<file path="src/hw/snd_pkg.sv">
// Sound device shared definitions
package snd_pkg;

    // Number of tone voice slots on the I/O bus
    localparam int NUM_VOICES = 3;

    // Device-type code that addresses this device on the management bus
    localparam logic [7:0] DEV_TYPE_SOUND = 8'h0B;

    // Register indices reached through the index/data pair
    localparam logic [7:0] REG_FREQ_LO = 8'h10;
    localparam logic [7:0] REG_CTRL = 8'h20;

    // Phase accumulator width, the top bit gives the square-wave sign
    localparam int PHASE_BITS = 20;

    // Width of one voice sample and of the mixer output
    localparam int SAMPLE_BITS = 16;

    // Headroom for summing all voices before the clamp
    localparam int SUM_BITS = SAMPLE_BITS + $clog2(NUM_VOICES);

    // Output level for one step of the 4-bit volume
    localparam logic [SAMPLE_BITS-1:0] AMP_STEP = 16'd2048;

    // One data byte, seen either as the low frequency byte or as the control byte.
    // Which view applies depends on the index latched before the data write
    typedef union packed {
        logic [7:0] freq_lo;
        struct packed {
            logic       key_on;
            logic [2:0] block;
            logic [1:0] freq_hi;
            logic [1:0] reserved;
        } ctrl;
    } voice_reg_u;

endpackage

</file>
<file path="src/hw/io_decode.sv">
// Sound device I/O decoder
`timescale 1ns/1ps

module io_decode
    import snd_pkg::*;
(
    input  logic                        cpu_bus,
    input  logic                        rst_n,
    // CPU I/O cycle
    input  logic                        iorq,
    input  logic                        m1,
    input  logic                        wr,
    input  logic                        req,
    input  logic [7:0]                  addr,
    input  logic [7:0]                  data,
    // Device-management bus
    input  logic [7:0]                  dev_typ,
    input  logic [1:0]                  dev_num,
    input  logic                        dev_en,
    input  logic                        dev_we,
    // Per-slot port configuration
    input  logic [NUM_VOICES-1:0]       io_enable,
    input  logic [NUM_VOICES-1:0][7:0]  io_port,
    input  logic [NUM_VOICES-1:0][7:0]  io_mask,
    // Towards the voices and the mixer
    output logic [NUM_VOICES-1:0]       voice_wr,
    output logic                        reg_sel,
    output logic [7:0]                  wr_data,
    output logic [NUM_VOICES-1:0]       audible_mask
);

    // A plain CPU I/O write, opcode fetches never count as port accesses
    logic cpu_wr;
    // Management bus is talking to a sound device
    logic dev_sel_typ;
    // Management cycle that updates a slot enable bit rather than writing
    logic dev_cfg;
    // Slot enable bits owned by the management bus
    logic [NUM_VOICES-1:0] slot_en;
    // Per-slot hits from each bus side
    logic [NUM_VOICES-1:0] cpu_hit;
    logic [NUM_VOICES-1:0] dev_hit;
    logic [NUM_VOICES-1:0] wr_hit;

    assign cpu_wr = iorq && wr && req && !m1;
    assign dev_sel_typ = (dev_typ == DEV_TYPE_SOUND);
    assign dev_cfg = dev_sel_typ && !dev_we && (int'(dev_num) < NUM_VOICES);

    genvar i;
    generate
        for (i = 0; i < NUM_VOICES; i++) begin : gen_slot
            // CPU side needs the slot configured, enabled and the masked port to match
            assign cpu_hit[i] = cpu_wr && io_enable[i] && slot_en[i] &&
                                ((addr & io_mask[i]) == io_port[i]);
            // The management bus reaches the slot directly, even when it is disabled
            assign dev_hit[i] = dev_sel_typ && dev_we && (int'(dev_num) == i);
        end
    endgenerate

    assign wr_hit = cpu_hit | dev_hit;

    // Strobes, slot enables and the audible mask are control state
    always_ff @(posedge cpu_bus or negedge rst_n) begin
        if (!rst_n) begin
            voice_wr <= '0;
            slot_en <= '1;
            audible_mask <= '0;
        end else begin
            voice_wr <= wr_hit;
            audible_mask <= io_enable;
            if (dev_cfg) begin
                slot_en[dev_num] <= dev_en;
            end
        end
    end

    // Address bit 0 picks index or data, both bus sides share the CPU data lines.
    // Only captured when some slot is written so the voices see a stable byte
    always_ff @(posedge cpu_bus) begin
        if (|wr_hit) begin
            reg_sel <= addr[0];
            wr_data <= data;
        end
    end

endmodule

</file>
<file path="src/hw/tone_voice.sv">
// Square-wave tone voice
`timescale 1ns/1ps

module tone_voice
    import snd_pkg::*;
(
    input  logic                          cpu_bus,
    input  logic                          rst_n,
    input  logic                          sample_ce,
    input  logic                          wr,
    input  logic                          reg_sel,
    input  logic [7:0]                    wr_data,
    output logic signed [SAMPLE_BITS-1:0] sample
);

    // Incoming byte decoded through the register union
    voice_reg_u wr_word;
    // Index latched by the last write with reg_sel low
    logic [7:0] reg_idx;
    // Tone registers
    logic [9:0] freq_num;
    logic [2:0] block;
    logic       key_on;
    logic [3:0] volume;
    // Phase accumulator and its per-sample step
    logic [PHASE_BITS-1:0] phase;
    logic [PHASE_BITS-1:0] phase_inc;
    // Write decode
    logic data_wr;
    logic freq_lo_wr;
    logic ctrl_wr;
    logic vol_wr;
    logic key_start;
    // Magnitude of the square wave
    logic signed [SAMPLE_BITS-1:0] amp;

    assign wr_word = wr_data;

    assign data_wr = wr && reg_sel;
    assign freq_lo_wr = data_wr && (reg_idx == REG_FREQ_LO);
    assign ctrl_wr = data_wr && (reg_idx == REG_CTRL);
    // Volume sits on the index right after the control byte
    assign vol_wr = data_wr && (reg_idx == REG_CTRL + 8'd1);

    // Writing the control byte with key_on set restarts the wave at phase 0
    assign key_start = ctrl_wr && wr_word.ctrl.key_on;

    // Index latch
    always_ff @(posedge cpu_bus or negedge rst_n) begin
        if (!rst_n) begin
            reg_idx <= '0;
        end else if (wr && !reg_sel) begin
            reg_idx <= wr_data;
        end
    end

    // Frequency number is split over the low byte and the control byte
    always_ff @(posedge cpu_bus or negedge rst_n) begin
        if (!rst_n) begin
            freq_num <= '0;
        end else if (freq_lo_wr) begin
            freq_num[7:0] <= wr_word.freq_lo;
        end else if (ctrl_wr) begin
            freq_num[9:8] <= wr_word.ctrl.freq_hi;
        end
    end

    // Control byte fields, the reserved bits are dropped
    always_ff @(posedge cpu_bus or negedge rst_n) begin
        if (!rst_n) begin
            key_on <= 1'b0;
            block <= '0;
        end else if (ctrl_wr) begin
            key_on <= wr_word.ctrl.key_on;
            block <= wr_word.ctrl.block;
        end
    end

    // Only the low nibble of the volume byte is kept
    always_ff @(posedge cpu_bus or negedge rst_n) begin
        if (!rst_n) begin
            volume <= '0;
        end else if (vol_wr) begin
            volume <= wr_data[3:0];
        end
    end

    // Block acts as an octave shift on the frequency number.
    // At most 17 bits wide, so the shift never leaves the accumulator
    assign phase_inc = PHASE_BITS'(freq_num) << block;

    // Key-on wins over a sample step landing on the same edge
    always_ff @(posedge cpu_bus or negedge rst_n) begin
        if (!rst_n) begin
            phase <= '0;
        end else if (key_start) begin
            phase <= '0;
        end else if (sample_ce) begin
            phase <= phase + phase_inc;
        end
    end

    // Fifteen steps of 2048 stay below the positive limit
    assign amp = SAMPLE_BITS'(volume) * AMP_STEP;

    // First half of the period is positive, second half negative
    always_comb begin
        if (!key_on) begin
            sample = '0;
        end else if (phase[PHASE_BITS-1]) begin
            sample = -amp;
        end else begin
            sample = amp;
        end
    end

endmodule

</file>
<file path="src/hw/voice_mixer.sv">
// Saturating voice mixer
`timescale 1ns/1ps

module voice_mixer
    import snd_pkg::*;
(
    input  logic                          cpu_bus,
    input  logic                          rst_n,
    input  logic [NUM_VOICES-1:0]         audible_mask,
    input  logic signed [SAMPLE_BITS-1:0] voice_sample [NUM_VOICES],
    output logic signed [SAMPLE_BITS-1:0] sound
);

    // Full-width sum, wide enough for every voice at either extreme
    logic signed [SUM_BITS-1:0] sum;
    // Bits above the output sign, all equal when the sum fits
    logic [SUM_BITS-SAMPLE_BITS:0] sum_top;
    logic in_range;
    logic signed [SAMPLE_BITS-1:0] clamped;

    // Muted slots contribute nothing, the samples are sign-extended before adding
    always_comb begin
        sum = '0;
        for (int i = 0; i < NUM_VOICES; i++) begin
            if (audible_mask[i]) begin
                sum = sum + SUM_BITS'(voice_sample[i]);
            end
        end
    end

    assign sum_top = sum[SUM_BITS-1:SAMPLE_BITS-1];
    assign in_range = (sum_top == '0) || (sum_top == '1);

    // Out of range goes to the limit on the side of the sum's sign
    always_comb begin
        if (in_range) begin
            clamped = sum[SAMPLE_BITS-1:0];
        end else if (sum[SUM_BITS-1]) begin
            clamped = {1'b1, {(SAMPLE_BITS-1){1'b0}}};
        end else begin
            clamped = {1'b0, {(SAMPLE_BITS-1){1'b1}}};
        end
    end

    // Registered output level, silent out of reset
    always_ff @(posedge cpu_bus or negedge rst_n) begin
        if (!rst_n) begin
            sound <= '0;
        end else begin
            sound <= clamped;
        end
    end

endmodule

</file>
<file path="src/hw/sound_device.sv">
// Three-voice sound device
`timescale 1ns/1ps

module sound_device
    import snd_pkg::*;
(
    input  logic                          cpu_bus,
    input  logic                          rst_n,
    // CPU I/O cycle
    input  logic                          iorq,
    input  logic                          m1,
    input  logic                          wr,
    input  logic                          req,
    input  logic [7:0]                    addr,
    input  logic [7:0]                    data,
    // Device-management bus
    input  logic [7:0]                    dev_typ,
    input  logic [1:0]                    dev_num,
    input  logic                          dev_en,
    input  logic                          dev_we,
    // Per-slot port configuration
    input  logic [NUM_VOICES-1:0]         io_enable,
    input  logic [NUM_VOICES-1:0][7:0]    io_port,
    input  logic [NUM_VOICES-1:0][7:0]    io_mask,
    // Sample clock enable for the phase accumulators
    input  logic                          sample_ce,
    // Mixed output level
    output logic signed [SAMPLE_BITS-1:0] sound
);

    // Decoder to voices
    logic [NUM_VOICES-1:0] voice_wr;
    logic                  reg_sel;
    logic [7:0]            wr_data;
    // Decoder to mixer, the mixer only sees the registered enables
    logic [NUM_VOICES-1:0] audible_mask;
    // One level per voice
    logic signed [SAMPLE_BITS-1:0] voice_sample [NUM_VOICES];

    io_decode u_decode (
        .cpu_bus      (cpu_bus),
        .rst_n        (rst_n),
        .iorq         (iorq),
        .m1           (m1),
        .wr           (wr),
        .req          (req),
        .addr         (addr),
        .data         (data),
        .dev_typ      (dev_typ),
        .dev_num      (dev_num),
        .dev_en       (dev_en),
        .dev_we       (dev_we),
        .io_enable    (io_enable),
        .io_port      (io_port),
        .io_mask      (io_mask),
        .voice_wr     (voice_wr),
        .reg_sel      (reg_sel),
        .wr_data      (wr_data),
        .audible_mask (audible_mask)
    );

    // Every voice shares the register byte and select, only the strobe differs
    genvar i;
    generate
        for (i = 0; i < NUM_VOICES; i++) begin : gen_voice
            tone_voice u_voice (
                .cpu_bus   (cpu_bus),
                .rst_n     (rst_n),
                .sample_ce (sample_ce),
                .wr        (voice_wr[i]),
                .reg_sel   (reg_sel),
                .wr_data   (wr_data),
                .sample    (voice_sample[i])
            );
        end
    endgenerate

    voice_mixer u_mix (
        .cpu_bus      (cpu_bus),
        .rst_n        (rst_n),
        .audible_mask (audible_mask),
        .voice_sample (voice_sample),
        .sound        (sound)
    );

endmodule

</file>
<file path="config.mk">
export PLATFORM = sky130hd
export DESIGN_NAME = sound_device
export DESIGN_NICKNAME = d
export VERILOG_FILES = /design/src/hw/snd_pkg.sv /design/src/hw/io_decode.sv /design/src/hw/tone_voice.sv /design/src/hw/voice_mixer.sv /design/src/hw/sound_device.sv
export SDC_FILE = /design/constraint.sdc
export NUM_CORES = 1
export LEC_CHECK = 0
export ABC_AREA = 1
export ABC_CLOCK_PERIOD_IN_PS = 4200
export BUFFER_PORTS_ARGS = -buffer_cell sky130_fd_sc_hd__buf_4
export CAP_MARGIN = 0
export CELL_PAD_IN_SITES_DETAIL_PLACEMENT = 1
export CELL_PAD_IN_SITES_GLOBAL_PLACEMENT = 1
export CORE_UTILIZATION = 25
export CTS_BUF_LIST = sky130_fd_sc_hd__clkbuf_2
export CTS_CLUSTER_DIAMETER = 80
export DETAILED_ROUTE_END_ITERATION = 16
export HOLD_SLACK_MARGIN = 0.03
export PLACE_DENSITY_LB_ADDON = 0.05
export SLEW_MARGIN = 15
export SYNTH_ARGS = -nofsm -noshare
export SYNTH_HDL_FRONTEND = slang
export SYNTH_HIERARCHICAL = 1
export SYNTH_SLANG_ARGS = --single-unit
</file>
<file path="constraint.sdc">
create_clock -name cpu_bus -period 4.2 [get_ports cpu_bus]
set_input_delay 0.21 -clock cpu_bus [delete_from_list [all_inputs] [get_ports cpu_bus]]
set_output_delay 0.21 -clock cpu_bus [all_outputs]
set_load 0.05 [all_outputs]
</file>
==> flow_metrics.tcl <==
set metrics [dict create \
    fp-row-count 87 \
    timing.slew.headroom_pct 44.2 \
    synthArstFlopShare_pct 94.8 \
    dp_hpwl_mm 38.0 \
    vias_per_cell 4.51 \
    grt.overflow.total 0 \
    ys.flop_type "dfrtp_1" \
    num_vias 14000 \
    grt_pass1_wl_mm 78.8 \
    drtPass1Iterations 4 \
    outcome "completed" \
    synth_warnings 6 \
    critPathKind "input pin to flop" \
    power.share.clock_pct 30.9 \
    max_stage_delay_ns 0.67 \
    hold_slack_ns 0.226 \
    met3_usage_pct 2.33 \
    start_util_pct 25.3 \
    layout_common_cells "738 x nand2_1, 250 x inv_1, 171 x nor2_1" \
    p_sw_uw 1190 \
    post-route-worst-setup-slack_ns 0.0588 \
    synth_edf_count 9 \
    place_congestion 0.798 \
    arrival_ns 4.86 \
    wl_per_cell_um 15.5 \
    clock-sinks 172 \
    ys_types 50 \
    min_period_ns 4.14 \
    die_area_um2 58000 \
    cts.clk_slew.worst_paths_ns 0.29 \
    syn-cell-area_um2 14300 \
    p_leak_uw 0.00870 \
    netlist_instances 2173 \
    cts_tree "built" \
    report.final.slew_viol_count 0 \
    synth_seq_cells 172 \
    crit_required_ns 4.92 \
    antenna_found_initial 2 \
    rsz0062_at_grt "yes" \
    finClkSkew_ns 0.0501 \
    ctsLongestPathBuffers 2 \
    die_h_um 241 \
    use_met1_pct 23.8 \
    fin_util_pct 29.8 \
    cts-htree-levels 4 \
    max_freq_mhz 241 \
    drt_iter0_markers 533 \
    final_common_cell "nand2_1" \
    p_sw_share_pct 33.4 \
    syn_avg_cell_area_um2 6.57 \
    syn2layout_area_growth_pct 17.8 \
    cp_max_fo 3 \
    pre_cts_slack_ns 0.151 \
    critPathCaptureType "flop" \
    drive_gt1_share_pct 9.91 \
    worstMarginPinSlew_ns 0.832 \
    place_area_um2 15700 \
    routed_wl_mm 48.0 \
    ff2ff_setup_slack_ns 0.35 \
    crit_top_cell "dlygate4sd3_1" \
    grt_pass1_vias 14600 \
    cts_buffers 17 \
    slowest_stage "dlygate4sd3_1" \
    grtUsageMet2_pct 28.6 \
    p_int_uw 2380 \
    p_comb_share_pct 21.1 \
    hold_violations 0 \
    ys_seq_area_share_pct 30.5 \
    grtUsageTotal_pct 17.3 \
    postLayoutCellArea_um2 16800 \
    p_seq_share_pct 48.0 \
    synth.largest_area_cell "dfrtp_1" \
    grt_max_degree 103 \
    drc 0 \
    ant_nets 0 \
    setup_tns_ns 0 \
    cellPowerDensity_nw_per_um2 213 \
    clkLatencyLatePin_ns 0.96 \
    root_buffer "clkbuf_2" \
    ys_top_cells_by_area "dfrtp_1 28%, nand2_1 19%, ha_1 7.4%" \
    crit_path_start_kind "input pin" \
    nNetsFinal 2502 \
    netlist.area_leader.share_pct 28.1 \
    cap_violations 0 \
    top_usage_layer "met2" \
    die_w_um 241 \
    portBuffers 101 \
    setup_viol 0 \
    num_io_pins 102 \
    path_cells "dlygate4sd3_1 > buf_4 > nand2_1 > dlygate4sd3_1 > nand2_1 > dlygate4sd3_1 > nor2_2 > dlygate4sd3_1 > nand2_1 > dlygate4sd3_1 > nor2_1 > dlygate4sd3_1 > nor2_1 > nand3_2 > dlygate4sd3_1" \
    peakVddDrop_v 0.000182 \
    finalCritPeriodShare_pct 98.6 \
    core_um2 56400 \
    min_path_type "input pin to flop" \
]
-- kinds of logic (layout without fill, tap and decap cells) --
kind of cell,after synthesis,count (layout),synth area share (%)
xor+xnor,40,40,2.46
simple gates,1160,1160,34.6
fa+ha+maj,88,88,7.93
mux,9,9,0.631
other cells,3,36,0.0789
compound gates,366,367,13.7
buf+inv,335,472,10.0
flops,172,172,30.5
-- synth_stat cells (2+ instances only) --
cell and instances:
nand2_1 740, nor4_1 4, fa_1 4, o21bai_1 10
nand4_1 22, a21oi_2 2, nand3_1 129, nor2_2 6
nor2_1 172, a211oi_1 4, buf_4 33, a21oi_1 101
ha_1 84, o21ai_1 62, mux2i_1 9, o22ai_1 2
xnor2_1 20, o31ai_1 3, and2_4 2, nand2_2 21
nor2_8 3, dfstp_2 3, buf_6 6, a31oi_1 6
nand3_2 8, nand2_4 8, a21o_1 2, o21bai_2 2
inv_1 251, clkbuf_1 27, nand3b_1 19, edfxtp_1 9
and2_1 8, dfrtp_1 160, nor3_1 16, o21ai_2 2
a21boi_0 2, xor2_1 20, o21a_1 3, conb_1 3
inv_2 12, o21ai_0 161, buf_2 5
-- flip-flops by register name, indices dropped and copies added, names as in the netlist --
register,flops
gen_voice.u_voice/block,9
gen_voice.u_voice/reg_idx,24
u_decode/wr_data,8
u_decode/audible_mask,3
u_decode/slot_en,3
gen_voice.u_voice/phase,60
gen_voice.u_voice/freq_num,30
gen_voice.u_voice/key_on,3
u_decode/voice_wr,3
gen_voice.u_voice/volume,12
u_mix/sound,16
u_decode/reg_sel,1
-- repair_timing --
action                                 4_1_cts  5_1_grt
buffers inserted                             0        3
setup endpoints to repair                    0       21
endpoints found under the hold margin      234        0
hold buffers                                69        0
gates resized for setup                      0       22
-- path summary, 6_finish.rpt --
check | start | end | cells after the start
max reg2reg | gen_voice[0].u_voice/volume[0] | u_mix/sound[0] | 30
min | sample_ce | gen_voice[2].u_voice/phase[18] | 4
max in group asynchronous | rst_n | gen_voice[0].u_voice/freq_num[1] | 4
min in group asynchronous | rst_n | gen_voice[1].u_voice/phase[6] | 4
max | io_port[9] | u_decode/wr_data[7] | 15
min reg2reg | gen_voice[1].u_voice/phase[0] | gen_voice[1].u_voice/phase[0] | 2
-- per-stage QoR --
stage                     cells  power, uW
final                      3100       3570
after global routing       3100       3800
after CTS                  3093       3610
after detailed placement   2992       2400
after global placement     2992       2390
after floorplan            2203       2190
-- layer usage --
metal / wire length (um) / part of all wire (%)
met3: 1010 / 2.1
met4: 450 / 0.94
met1: 24500 / 51
met2: 22100 / 46
met5: 0 / 0
-- power by group through the flow --
stage	combinational, uW	clock (uW)	sequential (uW)
after floorplan	355	0	1840
after global placement	644	0	1750
after detailed placement	651	0	1750
after CTS	698	1190	1720
after global routing	836	1240	1720
final	753	1100	1720
-- worst max-delay path: cells and delay by family --
kind	cells	cell delay (ns)
buffers and inverters	8	4.14
AND/OR/NAND/NOR	7	0.52
-- final cells by class --
type / instances / area, um2
flip-flops and latches: 172 / 4350
well taps: 756 / 946
diodes: 3 / 7.51
multi-input cells: 1697 / 8700
inverters: 263 / 987
clock inverters: 13 / 193
repair buffers: 177 / 1530
fillers: 7256 / 39600
clock buffers: 19 / 95.1
No activity file was read; power rests on OpenSTA's default activity.
